<file path="src/common/sgmii_rx_pkg.sv">
package sgmii_rx_pkg;

	//////////////////////////////
	// Line symbol and beat sizes

	// One 8b/10b line symbol
	localparam int symbol_width = 10;

	// Most new bits per clock from the recovery block
	localparam int beat_width = 5;
	localparam int beat_count_width = 3;

	// Gearbox buffer holds a partial symbol plus one full beat
	localparam int buffer_width = 15;
	localparam int fill_width = 4;

	//////////////////////////////
	// Line code constants

	// K28.5 decoded
	localparam logic [7:0] comma_byte = 8'hbc;

	// Six-bit K28 forms as abcdei
	localparam logic [5:0] k28_six_neg = 6'b001111;
	localparam logic [5:0] k28_six_pos = 6'b110000;

	// Disparity class of one sub-block
	localparam logic [1:0] disp_neutral = 2'b00;
	localparam logic [1:0] disp_neg = 2'b01;
	localparam logic [1:0] disp_pos = 2'b10;

	//////////////////////////////
	// Lock monitor thresholds

	// Symbols without a comma before one slip
	localparam int comma_search_limit = 16;
	localparam int search_count_width = 5;

	// Clean commas to declare lock
	localparam int lock_comma_count = 3;
	localparam int lock_count_width = 2;

	// Errors while locked that drop lock
	localparam int unlock_error_count = 4;
	localparam int error_count_width = 3;

endpackage
</file>
<file path="src/design/sgmii_rx_top.sv">
module sgmii_rx_top (
	input  logic                                      clk_312p5mhz,
	input  logic                                      rst_n,
	input  logic [sgmii_rx_pkg::beat_width-1:0]       rx_data,
	input  logic [sgmii_rx_pkg::beat_count_width-1:0] rx_data_count,
	output logic [7:0]                                rx_byte,
	output logic                                      rx_byte_valid,
	output logic                                      rx_is_ctl,
	output logic                                      rx_symbol_err,
	output logic                                      rx_disparity_err,
	output logic                                      link_up
);
	import sgmii_rx_pkg::*;

	logic [symbol_width-1:0] symbol;
	logic symbol_valid;
	logic bitslip;

	//////////////////////////////
	// Variable rate bits to symbols
	symbol_gearbox gearbox_i (
		.clk_312p5mhz  (clk_312p5mhz),
		.rst_n         (rst_n),
		.rx_data       (rx_data),
		.rx_data_count (rx_data_count),
		.bitslip       (bitslip),
		.symbol        (symbol),
		.symbol_valid  (symbol_valid)
	);

	//////////////////////////////
	// 8b/10b decode
	decode_8b10b decoder_i (
		.clk_312p5mhz  (clk_312p5mhz),
		.rst_n         (rst_n),
		.symbol        (symbol),
		.symbol_valid  (symbol_valid),
		.data_byte     (rx_byte),
		.byte_valid    (rx_byte_valid),
		.is_ctl        (rx_is_ctl),
		.symbol_err    (rx_symbol_err),
		.disparity_err (rx_disparity_err)
	);

	// Lock monitor steers gearbox alignment
	comma_lock lock_i (
		.clk_312p5mhz  (clk_312p5mhz),
		.rst_n         (rst_n),
		.data_byte     (rx_byte),
		.byte_valid    (rx_byte_valid),
		.is_ctl        (rx_is_ctl),
		.symbol_err    (rx_symbol_err),
		.disparity_err (rx_disparity_err),
		.bitslip       (bitslip),
		.link_up       (link_up)
	);

endmodule

</file>
<file path="src/design/comma_lock.sv">
module comma_lock (
	input  logic       clk_312p5mhz,
	input  logic       rst_n,
	input  logic [7:0] data_byte,
	input  logic       byte_valid,
	input  logic       is_ctl,
	input  logic       symbol_err,
	input  logic       disparity_err,
	output logic       bitslip,
	output logic       link_up
);
	import sgmii_rx_pkg::*;

	logic sym_bad;
	logic clean_comma;
	logic [search_count_width-1:0] search_count;
	logic [lock_count_width-1:0] comma_count;
	logic [error_count_width-1:0] error_count;

	assign sym_bad = symbol_err || disparity_err;
	// K28.5 with no error flag
	assign clean_comma = is_ctl && (data_byte == comma_byte) && !sym_bad;

	//////////////////////////////
	// Search and lock FSM

	always_ff @(posedge clk_312p5mhz or negedge rst_n) begin
		if (!rst_n) begin
			bitslip <= 1'b0;
			link_up <= 1'b0;
			search_count <= '0;
			comma_count <= '0;
			error_count <= '0;
		end else begin
			bitslip <= 1'b0;
			if (byte_valid && !link_up) begin
				if (clean_comma) begin
					// Alignment looks right so keep counting commas
					search_count <= '0;
					if (comma_count == lock_comma_count - 1) begin
						link_up <= 1'b1;
						comma_count <= '0;
						error_count <= '0;
					end else begin
						comma_count <= comma_count + 1'b1;
					end
				end else begin
					// Bad symbol spoils the comma run
					if (sym_bad)
						comma_count <= '0;
					// No comma for too long so slip one bit
					if (search_count == comma_search_limit - 1) begin
						bitslip <= 1'b1;
						search_count <= '0;
						comma_count <= '0;
					end else begin
						search_count <= search_count + 1'b1;
					end
				end
			end else if (byte_valid) begin
				// While locked a clean comma forgives earlier errors
				if (clean_comma) begin
					error_count <= '0;
				end else if (sym_bad) begin
					if (error_count == unlock_error_count - 1) begin
						link_up <= 1'b0;
						error_count <= '0;
						search_count <= '0;
						comma_count <= '0;
					end else begin
						error_count <= error_count + 1'b1;
					end
				end
			end
		end
	end

	// Decoder flags only come with a decoded byte
	flags_with_byte : assert property (@(posedge clk_312p5mhz) disable iff (!rst_n)
		(symbol_err || disparity_err) |-> byte_valid);

endmodule

</file>
<file path="src/decoder/decode_8b10b.sv">
module decode_8b10b (
	input  logic                                  clk_312p5mhz,
	input  logic                                  rst_n,
	input  logic [sgmii_rx_pkg::symbol_width-1:0] symbol,
	input  logic                                  symbol_valid,
	output logic [7:0]                            data_byte,
	output logic                                  byte_valid,
	output logic                                  is_ctl,
	output logic                                  symbol_err,
	output logic                                  disparity_err
);
	import sgmii_rx_pkg::*;

	logic [4:0] bits5;
	logic valid6;
	logic [1:0] class6;
	logic is_k28;
	logic [2:0] bits3;
	logic valid4;
	logic [1:0] class4;
	logic [2:0] bits3_fixed;

	// Running disparity is high when positive
	logic rd_pos;
	logic rd_mid;
	logic rd_next;
	logic disp_bad;

	//////////////////////////////
	// Sub-block decoders

	decode_6b_5b dec_6b_i (
		.code       (symbol[symbol_width-1 -: 6]),
		.bits       (bits5),
		.valid      (valid6),
		.disp_class (class6),
		.is_k28     (is_k28)
	);

	decode_4b_3b dec_4b_i (
		.code       (symbol[3:0]),
		.bits       (bits3),
		.valid      (valid4),
		.disp_class (class4)
	);

	// Positive K28 complements fghj
	// So 1 and 6 trade places as do 2 and 5
	always_comb begin
		bits3_fixed = bits3;
		if (symbol[symbol_width-1 -: 6] == k28_six_pos) begin
			case (bits3)
				3'd1: bits3_fixed = 3'd6;
				3'd6: bits3_fixed = 3'd1;
				3'd2: bits3_fixed = 3'd5;
				3'd5: bits3_fixed = 3'd2;
				default: bits3_fixed = bits3;
			endcase
		end
	end

	//////////////////////////////
	// Running disparity check

	// Unbalanced block must oppose current disparity
	// Tracking follows the line even on a violation
	always_comb begin
		disp_bad = 1'b0;
		rd_mid = rd_pos;
		if (class6 == disp_pos) begin
			disp_bad = rd_pos;
			rd_mid = 1'b1;
		end else if (class6 == disp_neg) begin
			disp_bad = !rd_pos;
			rd_mid = 1'b0;
		end
		rd_next = rd_mid;
		if (class4 == disp_pos) begin
			disp_bad = disp_bad | rd_mid;
			rd_next = 1'b1;
		end else if (class4 == disp_neg) begin
			disp_bad = disp_bad | !rd_mid;
			rd_next = 1'b0;
		end
	end

	always_ff @(posedge clk_312p5mhz or negedge rst_n) begin
		if (!rst_n) begin
			rd_pos <= 1'b0;
			byte_valid <= 1'b0;
			symbol_err <= 1'b0;
			disparity_err <= 1'b0;
		end else begin
			byte_valid <= symbol_valid;
			symbol_err <= symbol_valid && !(valid6 && valid4);
			disparity_err <= symbol_valid && disp_bad;
			if (symbol_valid)
				rd_pos <= rd_next;
		end
	end

	// Decoded byte is HGF then EDCBA
	always_ff @(posedge clk_312p5mhz) begin
		if (symbol_valid) begin
			data_byte <= {bits3_fixed, bits5};
			is_ctl <= is_k28;
		end
	end

	// Ten bits take at least two beats of five
	symbol_strobe_spaced : assert property (@(posedge clk_312p5mhz) disable iff (!rst_n)
		symbol_valid |=> !symbol_valid);

endmodule

</file>
<file path="src/decoder/decode_4b_3b.sv">
module decode_4b_3b (
	input  logic [3:0] code,
	output logic [2:0] bits,
	output logic       valid,
	output logic [1:0] disp_class
);
	import sgmii_rx_pkg::*;

	logic [2:0] ones;

	// Code is fghj, f in bit 3
	always_comb begin
		valid = 1'b1;
		case (code)
			4'b1011, 4'b0100: bits = 3'd0;
			4'b1001: bits = 3'd1;
			4'b0101: bits = 3'd2;
			4'b1100, 4'b0011: bits = 3'd3;
			4'b1101, 4'b0010: bits = 3'd4;
			4'b1010: bits = 3'd5;
			4'b0110: bits = 3'd6;
			// Primary and alternate x.7
			4'b1110, 4'b0001: bits = 3'd7;
			4'b0111, 4'b1000: bits = 3'd7;
			// Only 0000 and 1111 land here
			default: begin
				bits = 3'd0;
				valid = 1'b0;
			end
		endcase
	end

	always_comb begin
		ones = '0;
		for (int i = 0; i < 4; i++)
			ones = ones + 3'(code[i]);
	end

	// Two ones is balanced
	always_comb begin
		if (ones > 3'd2)
			disp_class = disp_pos;
		else if (ones < 3'd2)
			disp_class = disp_neg;
		else
			disp_class = disp_neutral;
	end

endmodule

</file>
<file path="src/decoder/decode_6b_5b.sv">
module decode_6b_5b (
	input  logic [5:0] code,
	output logic [4:0] bits,
	output logic       valid,
	output logic [1:0] disp_class,
	output logic       is_k28
);
	import sgmii_rx_pkg::*;

	logic [2:0] ones;

	// Code is abcdei, a in bit 5
	// Both disparity forms listed where they differ
	always_comb begin
		valid = 1'b1;
		case (code)
			6'b100111, 6'b011000: bits = 5'd0;
			6'b011101, 6'b100010: bits = 5'd1;
			6'b101101, 6'b010010: bits = 5'd2;
			6'b110001: bits = 5'd3;
			6'b110101, 6'b001010: bits = 5'd4;
			6'b101001: bits = 5'd5;
			6'b011001: bits = 5'd6;
			6'b111000, 6'b000111: bits = 5'd7;
			6'b111001, 6'b000110: bits = 5'd8;
			6'b100101: bits = 5'd9;
			6'b010101: bits = 5'd10;
			6'b110100: bits = 5'd11;
			6'b001101: bits = 5'd12;
			6'b101100: bits = 5'd13;
			6'b011100: bits = 5'd14;
			6'b010111, 6'b101000: bits = 5'd15;
			6'b011011, 6'b100100: bits = 5'd16;
			6'b100011: bits = 5'd17;
			6'b010011: bits = 5'd18;
			6'b110010: bits = 5'd19;
			6'b001011: bits = 5'd20;
			6'b101010: bits = 5'd21;
			6'b011010: bits = 5'd22;
			6'b111010, 6'b000101: bits = 5'd23;
			6'b110011, 6'b001100: bits = 5'd24;
			6'b100110: bits = 5'd25;
			6'b010110: bits = 5'd26;
			6'b110110, 6'b001001: bits = 5'd27;
			6'b001110: bits = 5'd28;
			6'b101110, 6'b010001: bits = 5'd29;
			6'b011110, 6'b100001: bits = 5'd30;
			6'b101011, 6'b010100: bits = 5'd31;
			// Control form of 28
			k28_six_neg, k28_six_pos: bits = 5'd28;
			default: begin
				bits = 5'd0;
				valid = 1'b0;
			end
		endcase
	end

	// Ones count sets the class
	always_comb begin
		ones = '0;
		for (int i = 0; i < 6; i++)
			ones = ones + 3'(code[i]);
	end

	always_comb begin
		if (ones > 3'd3)
			disp_class = disp_pos;
		else if (ones < 3'd3)
			disp_class = disp_neg;
		else
			disp_class = disp_neutral;
	end

	assign is_k28 = (code == k28_six_neg) || (code == k28_six_pos);

endmodule

</file>
<file path="src/design/symbol_gearbox.sv">
module symbol_gearbox (
	input  logic                                      clk_312p5mhz,
	input  logic                                      rst_n,
	input  logic [sgmii_rx_pkg::beat_width-1:0]       rx_data,
	input  logic [sgmii_rx_pkg::beat_count_width-1:0] rx_data_count,
	input  logic                                      bitslip,
	output logic [sgmii_rx_pkg::symbol_width-1:0]     symbol,
	output logic                                      symbol_valid
);
	import sgmii_rx_pkg::*;

	// Oldest bit sits at the top of the valid region
	logic [buffer_width-1:0] shift_buf;
	logic [fill_width-1:0] fill;

	logic [beat_count_width-1:0] take;
	logic [buffer_width-1:0] appended;
	logic [fill_width-1:0] total;
	logic [fill_width-1:0] start;
	logic emit;

	//////////////////////////////
	// Append the new beat

	// Slip drops the oldest bit of this beat
	// Empty beat loses the slip
	always_comb begin
		take = rx_data_count;
		if (bitslip && rx_data_count != '0)
			take = rx_data_count - 1'b1;
	end

	// Shift in from the right, newest bit at bit 0
	always_comb begin
		case (take)
			3'd1: appended = {shift_buf[buffer_width-2:0], rx_data[0]};
			3'd2: appended = {shift_buf[buffer_width-3:0], rx_data[1:0]};
			3'd3: appended = {shift_buf[buffer_width-4:0], rx_data[2:0]};
			3'd4: appended = {shift_buf[buffer_width-5:0], rx_data[3:0]};
			3'd5: appended = {shift_buf[buffer_width-6:0], rx_data[4:0]};
			default: appended = shift_buf;
		endcase
	end

	// Bits held after this beat, at most 14
	assign total = fill + fill_width'(take);
	assign emit = total >= fill_width'(symbol_width);

	// Base of the oldest ten bits, also the leftover count
	assign start = total - fill_width'(symbol_width);

	//////////////////////////////
	// Emit a symbol

	always_ff @(posedge clk_312p5mhz or negedge rst_n) begin
		if (!rst_n) begin
			fill <= '0;
			symbol_valid <= 1'b0;
		end else begin
			symbol_valid <= emit;
			// Remainder of the completing beat stays
			fill <= emit ? start : total;
		end
	end

	always_ff @(posedge clk_312p5mhz) begin
		shift_buf <= appended;
		if (emit)
			symbol <= appended[start +: symbol_width];
	end

	// Recovery block never hands over more than a beat
	beat_count_legal : assert property (@(posedge clk_312p5mhz) disable iff (!rst_n)
		rx_data_count <= beat_count_width'(beat_width));

endmodule

</file>
<file path="config.mk">
export PLATFORM = sky130hd
export DESIGN_NAME = sgmii_rx_top
export DESIGN_NICKNAME = d
export VERILOG_FILES = /design/src/common/sgmii_rx_pkg.sv /design/src/design/sgmii_rx_top.sv /design/src/design/comma_lock.sv /design/src/decoder/decode_8b10b.sv /design/src/decoder/decode_4b_3b.sv /design/src/decoder/decode_6b_5b.sv /design/src/design/symbol_gearbox.sv
export SDC_FILE = /design/constraint.sdc
export NUM_CORES = 1
export LEC_CHECK = 0
export ABC_AREA = 1
export BUFFER_PORTS_ARGS = -buffer_cell sky130_fd_sc_hd__buf_2
export CAP_MARGIN = 20
export CORE_MARGIN = 2
export CORE_UTILIZATION = 50
export DETAILED_ROUTE_END_ITERATION = 7
export PLACE_DENSITY = 0.67
export SLEW_MARGIN = 0
export SYNTH_ARGS = -nofsm -noshare
export SYNTH_HDL_FRONTEND = slang
export SYNTH_HIERARCHICAL = 1
export SYNTH_SLANG_ARGS = --single-unit
</file>
<file path="constraint.sdc">
create_clock -name clk_312p5mhz -period 4.3 [get_ports clk_312p5mhz]
set_input_delay 0.43 -clock clk_312p5mhz [delete_from_list [all_inputs] [get_ports clk_312p5mhz]]
set_output_delay 0.43 -clock clk_312p5mhz [all_outputs]
set_load 0.01 [all_outputs]
</file>
==> summary.md, run 1 <==
| Metric | Value |
|---|---|
| Clock H-tree levels | 2 |
| Postcts setup bufs | 0 |
| Max Freq | 0.306 GHz |
| Final min period | 3270 ps |
| Reg2reg path depth | 16 |
| Via count | 5224 |
| Port bufs | 22 |
| Antenna violations before repair | 0 |
| Syn. warnings | 6 |
| CTS Hold Bufs | 0 |
| Final setup viols | 0 |
| Synth Flop Type | dfrtp_1 |
| CP startpoint kind | input pin |
| Reg2Reg Launch Point | gearbox_i/symbol[7]$_DFFE_PN_ |
| Fill count | 1009 |
| # Max-Cap Violations | 0 |
| P per Cell Area | 911 nW/um^2 |
| TritonCTS Buffers | 5 |
| CTS Buffer Depth | 2 |
| Fin. Hold Viols | 0 |
| Final ANT Viol Nets | 0 |
| Top-area cell type share of the netlist area | 15.0% |
| I/O Pins | 23 |
| Final WL | 13300 um |
| DRC viols | 0 |
| Most frequent cell after synthesis | nand2_1 |
| Slew margin rel. | 44.8% |
| Post-synth EDFFs | 19 |
| Root Driver | clkbuf_8 |
| Core Util, Final | 53.6% |
| Mapped Area | 5200 sq um |
| GRT overflow | 0 |
| DP HPWL | 10300 um |
| CTS tree | yes |
| Clock sinks | 55 |
| RSZ-0062 raised after global routing | no |
| Register area | 1400 sq um |
| Routed vias/inst | 5.56 |
| Setup CP Type | in -> reg |
| Post-DR wirelength/cell | 14.1 um |
| DIE WIDTH | 106 um |
| FFs w/ async S/R, synth | 38.2% |
| CTS clk-pin slew, worst paths | 100 ps |
| FF+latch count, synth | 55 |
| Syn Nets | 831 |
| Syn avg cell area | 6.56 sq um |
| CP Data Required Time | 4380 ps |
| Sequential fraction of the synthesis area | 26.9% |
| CP max FO | 19 |
| 1st-iter DRT viols | 295 |
| Max IR drop VDD | 0.489 mV |
| Post-Syn Instances | 792 |
| Fin. max-slew vios | 0 |
| Core area | 10200 sq um |
| 1st-pass router iterations | 5 |
| Worst hold path type | in -> async |
| # diodes | 0 |
| Clock skew | 15.5 ps |
| Routability Congestion | 0.928 |
| Layout cells sized above 1 | 12.8% |
| Post-CTS sizing | 0 |
| Crit path from | rx_data_count[0] |
| Global-route wire length before repair | 22300 um |
| Final hold slack | 60.7 ps |
| FP Rows | 37 |
| Yosys top cell by area | nand2_1 |
| Tightest Pin Transition | 829 ps |
| Area occupied by multi-input gates | 3310 sq um |
| Static leakage | 2.87 nW |
| Status | complete, no violations |
| TNS Setup | 0 ps |
| Area contributors post-synth | nand2_1, nand3_1, edfxtp_1 |
| Layout area overhead | 5.39% |
| Die Y-Extent | 106 um |
| Clock Latency Late Sink | 310 ps |
| Final net count | 842 |
| Slowest cell on crit path | ha_1 |
| Largest net degree at the start of global routing | 22 |
| Distinct cells, synth | 43 |
| Crit-path cells | buf_2, inv_1, ha_1, nand2_4, nand2_2, nand2_1, nand2_4, ha_1, ha_1, inv_1, nand2_1, xor2_1, inv_1, ha_1, inv_1, nand3_1, nand3_1, nand2_1 |
| Worst R2R Setup Slack | 1150 ps |
| Initial Utilization | 50.8% |
| Final worst-path cycle share | 76.0% |
| Total GRT Usage | 24.2% |
| FF-to-FF End | decoder_i/disparity_err$_DFF_PN0_ |
| Vias in the first global route | 4787 |
| Worst EP arrival | 3350 ps |
| Max incr delay on CP | 450 ps |
| Top cells by count, synth | nand2_1, nand3_1, nor2_1, inv_1, nand4_1 |
| Crit end category | flop |
| DIE AREA | 11200 sq um |
[where the power goes]
| part | switching (mW) | internal, mW | leakage [nW] |
|---|---|---|---|
| sequential | 0.298 | 0.903 | 0.579 |
| clock | 0.174 | 0.189 | 0.0612 |
| combinational | 2.28 | 1.14 | 2.23 |
| total | 2.76 | 2.23 | 2.87 |
[final cells by class]
| class | instances | share of cell area, % |
|---|---|---|
| Timing Repair Buffer | 25 | 2.42 |
| Sequential cell | 55 | 25.5 |
| Clock buffer | 6 | 1.51 |
| Multi-Input combinational cell | 622 | 60.4 |
| Inverter | 94 | 6.44 |
| Tap cell | 136 | 3.11 |
| Clock inverter | 2 | 0.639 |
[layout by cell type (no fill, tap or decap), types with 2 or more instances in the layout]
master / instances
nand3b_1: 2
nor2_2: 8
dfrtp_1: 21
nand3_2: 9
edfxtp_1: 19
nand2_1: 208
xor2_1: 3
buf_2: 22
nor2_4: 10
ha_1: 25
inv_1: 81
and3_1: 2
o21ai_2: 2
inv_2: 13
clkbuf_8: 6
buf_4: 3
or2_2: 2
fa_1: 4
o21ai_0: 11
a21oi_1: 11
nand4_1: 43
nor2_1: 101
dfxtp_1: 15
o21ai_1: 10
nand3_1: 135
nand2_2: 14
nand2_4: 6
nor3_1: 4
[routing by layer]
layer / global-route usage (%) / wire [um]
met5: 0 / 0
met2: 41.2 / 6420
met3: 3.13 / 646
met4: 7.33 / 266
met1: 32.2 / 5940
[cell families (layout without fill, tap and decap cells)]
logic type,count (synthesis),count (layout),synth area share (%)
adders and majority gates,29,29,7.56
AOI/OAI and AO/OA,40,40,4.57
xor gates and xnor gates,3,3,0.506
and+or+nand+nor,550,550,51.0
buffers and inverters,115,127,9.48
DFF,55,55,26.9
[stage by stage]
step | instances | setup slack, ps | instance area [sq um] | power, mW
3_5_place_dp | 932 | 717 | 5360 | 4.62
5_1_grt | 940 | 744 | 5480 | 5.58
3_3_place_gp | 932 | 834 | 5360 | 4.52
4_1_cts | 940 | 1060 | 5480 | 4.99
6_report | 940 | 1030 | 5480 | 4.99
2_1_floorplan | 792 | 830 | 5200 | 3.82
[worst max-delay path by stage]
| stage | to | slack (ps) |
|---|---|---|
| 3_3_place_gp | gearbox_i/symbol[0]$_DFFE_PN_ | 830 |
| 4_1_cts | gearbox_i/symbol[0]$_DFFE_PN_ | 1060 |
| 3_5_place_dp | gearbox_i/symbol[0]$_DFFE_PN_ | 720 |
| 5_1_grt | gearbox_i/symbol[0]$_DFFE_PN_ | 740 |
| 6_report | gearbox_i/symbol[0]$_DFFE_PN_ | 1030 |
| 2_1_floorplan | gearbox_i/symbol[0]$_DFFE_PN_ | 830 |
[state kept, by name, summed over array words and instances, names as in the netlist]
name,cells
decoder_i/byte_valid,1
decoder_i/data_byte,8
decoder_i/disparity_err,1
decoder_i/is_ctl,1
decoder_i/rd_pos,1
decoder_i/symbol_err,1
gearbox_i/fill,4
gearbox_i/shift_buf,15
gearbox_i/symbol,10
gearbox_i/symbol_valid,1
lock_i/bitslip,1
lock_i/comma_count,2
lock_i/error_count,3
lock_i/link_up,1
lock_i/search_count,5
[worst max-delay path, delay by kind of cell]
kind,cells,cell delay [ps]
fa+ha+maj,4,1070
buf+inv,5,810
xor+xnor,1,140
simple gates,8,900
Note: power is estimated with default switching activity, not from simulation.
==> run 2: changes to the inputs <==
- PLACE_DENSITY: 0.67 -> 0.69
- clock period: 4.3 -> 2.6 ns (I/O delays scaled with it)
==> run 2 against run 1 <==
Effect of this change: the run now ends with negative setup slack left; non-clock buffer count is 44 higher; clock skew is 1.3 ps lower; flip-flop and latch count stayed put; routed wire length is 1.7% higher; sequential share of layout area is 1.9 points lower; clock power is 55% higher; critical path type is now reg -> reg; largest cell class unchanged.
==> summary.md, run 2 (synthesis gave the netlist of run 1 again) <==
| Metric | Value |
|---|---|
| CP max FO | 3 |
| CTS clk-pin slew, worst paths | 110 ps |
| Clock H-tree levels | 2 |
| DP HPWL | 10400 um |
| Crit end category | flop |
| Routed vias/inst | 5.48 |
| Fin. max-slew vios | 0 |
| GRT overflow | 0 |
| Final ANT Viol Nets | 0 |
| # diodes | 0 |
| Status | finished, violations left |
| Clock skew | 14.2 ps |
| Met2 Track Usage GR | 43.0% |
| RSZ-0062 raised after global routing | yes |
| Clock Latency Late Sink | 320 ps |
| FP Rows | 37 |
| Core area | 10200 sq um |
| Worst hold path type | in -> reg |
| Final hold slack | 161 ps |
| Post-route setup slack | -357 ps |
| Worst setup path end | decoder_i/disparity_err$_DFF_PN0_ |
| Worst R2R Setup Slack | -360 ps |
| Via count | 5392 |
| Reg2reg path depth | 16 |
| Initial Utilization | 50.8% |
| Global-route wire length before repair | 23400 um |
| Largest net degree at the start of global routing | 22 |
| Tightest Pin Transition | 518 ps |
| P per Cell Area | 1530 nW/um^2 |
| Layout cells sized above 1 | 19.6% |
| TritonCTS Buffers | 5 |
| Final net count | 886 |
| Crit path from | gearbox_i/symbol[4]$_DFFE_PN_ |
| Max IR drop VDD | 0.797 mV |
| Core Util, Final | 57.8% |
| DIE WIDTH | 106 um |
| Final WL | 13500 um |
| CTS tree | yes |
| Final worst-path cycle share | 114% |
| Grt peak-use layer | met2 |
| Port bufs | 22 |
| Largest regs | gearbox_i/shift_buf (15), gearbox_i/symbol (10), decoder_i/data_byte (8) |
| Static leakage | 3.08 nW |
| Routability Congestion | 0.968 |
| Die Y-Extent | 106 um |
| 1st-iter DRT viols | 424 |
| DRC viols | 0 |
| DIE AREA | 11200 sq um |
| CTS Buffer Depth | 2 |
| Failing checks | negative setup slack |
| Layout area overhead | 13.8% |
| Antenna violations before repair | 0 |
| Root Driver | clkbuf_8 |
| GRT met1 Usage | 32.9% |
| Most common cell after layout, fill and taps aside | nand2_1 |
| Final setup viols | 2 |
| Final std cells w/o fill | 984 |
| Inst Count DP | 971 |
| Slew margin rel. | 65.5% |
| Final min period | 2960 ps |
| Setup CP Type | reg -> reg |
| # Max-Cap Violations | 0 |
| I/O Pins | 23 |
| 1st-pass router iterations | 6 |
| Most frequent cells in the layout | nand2_1, nand3_1, nor2_1 |
| Post-DR wirelength/cell | 13.7 um |
| CP Data Required Time | 2810 ps |
| TNS Setup | -647 ps |
| Most flops, register | gearbox_i/shift_buf |
| Met3 Resource Use GR | 3.00% |
| FF-to-FF End | decoder_i/disparity_err$_DFF_PN0_ |
| Fin. Hold Viols | 0 |
| Max Freq | 0.338 GHz |
| Total GRT Usage | 25.0% |
| Worst EP arrival | 3170 ps |
| Max FFs per register | 15 |
| CP startpoint kind | flop |
| Clock sinks | 55 |
| Reg2Reg Launch Point | gearbox_i/symbol[4]$_DFFE_PN_ |
| Vias in the first global route | 5185 |
==> run 2: cell count changes in the layout (fill, tap and decap cells not counted), moves of 2 or more <==
cell,previous run,this run
inv_4,0,3
ha_1,25,20
nand3_2,9,11
inv_1,81,76
buf_4,3,45
nand3_1,135,133
ha_4,0,4
nand2_1,208,203
nand2_2,14,18
==> run 2: area by class of cell <==
| class | count | area [sq um] |
|---|---|---|
| Fill cell | 978 | 4310 |
| Multi-Input combinational cell | 622 | 3400 |
| Sequential cell | 55 | 1400 |
| Timing Repair Buffer | 69 | 478 |
| Inverter | 94 | 364 |
| Tap cell | 136 | 170 |
| Clock buffer | 6 | 93.8 |
| Clock inverter | 2 | 17.5 |
==> run 2: how the worst min path moves through the flow <==
stage / startpoint / to / cells past startpoint
2_1_floorplan: rst_n / decoder_i/byte_valid$_DFF_PN0_ / 0
3_3_place_gp: rst_n / lock_i/error_count[0]$_DFFE_PN0P_ / 1
3_5_place_dp: rst_n / lock_i/link_up$_DFFE_PN0P_ / 1
4_1_cts: rx_data[0] / gearbox_i/shift_buf[0]$_DFF_P_ / 3
5_1_grt: rx_data[0] / gearbox_i/shift_buf[0]$_DFF_P_ / 3
6_report: rx_data[0] / gearbox_i/shift_buf[0]$_DFF_P_ / 3
==> run 2: critical path, stage by stage (launching register included) <==
cell and delay, ps:
edfxtp_1 380, inv_2 60, fa_1 550, fa_1 410
inv_1 100, ha_2 190, inv_2 40, fa_1 470
inv_1 50, a21oi_2 150, inv_1 80, nand2_2 80
nand2_2 70, nand3_2 70, nand3_2 70, nand2_1 50
inv_1 40
==> run 2: power breakdown <==
part | internal, mW | switching (mW) | leakage (nW)
combinational | 2.44 | 4.17 | 2.44
clock | 0.254 | 0.306 | 0.0569
sequential | 1.49 | 0.419 | 0.577
==> run 2: through the flow <==
| stage | instance area [sq um] | setup slack [ps] | power (mW) |
|---|---|---|---|
| after global routing | 5920 | -545 | 10.0 |
| after detailed placement | 5740 | -277 | 8.17 |
| after CTS | 5890 | -231 | 8.84 |
| after floorplan | 5320 | -197 | 6.65 |
| final | 5920 | -357 | 9.08 |
| after global placement | 5740 | -154 | 7.92 |
==> run 2: repair_timing <==
| action | in CTS | in global routing |
|---|---|---|
| setup buffers | 3 | 1 |
| pin swaps | 2 | 3 |
| hold endpoints to repair | 21 | 0 |
| endpoints found under the setup margin | 2 | 12 |
| hold buffers | 1 | 0 |
| gates resized for setup | 4 | 7 |
==> run 2: layer usage <==
layer	vias up	wire, um
li1	2710	-
met1	2430	5780
met2	214	6460
met3	38	832
met4	0	418
met5	-	0
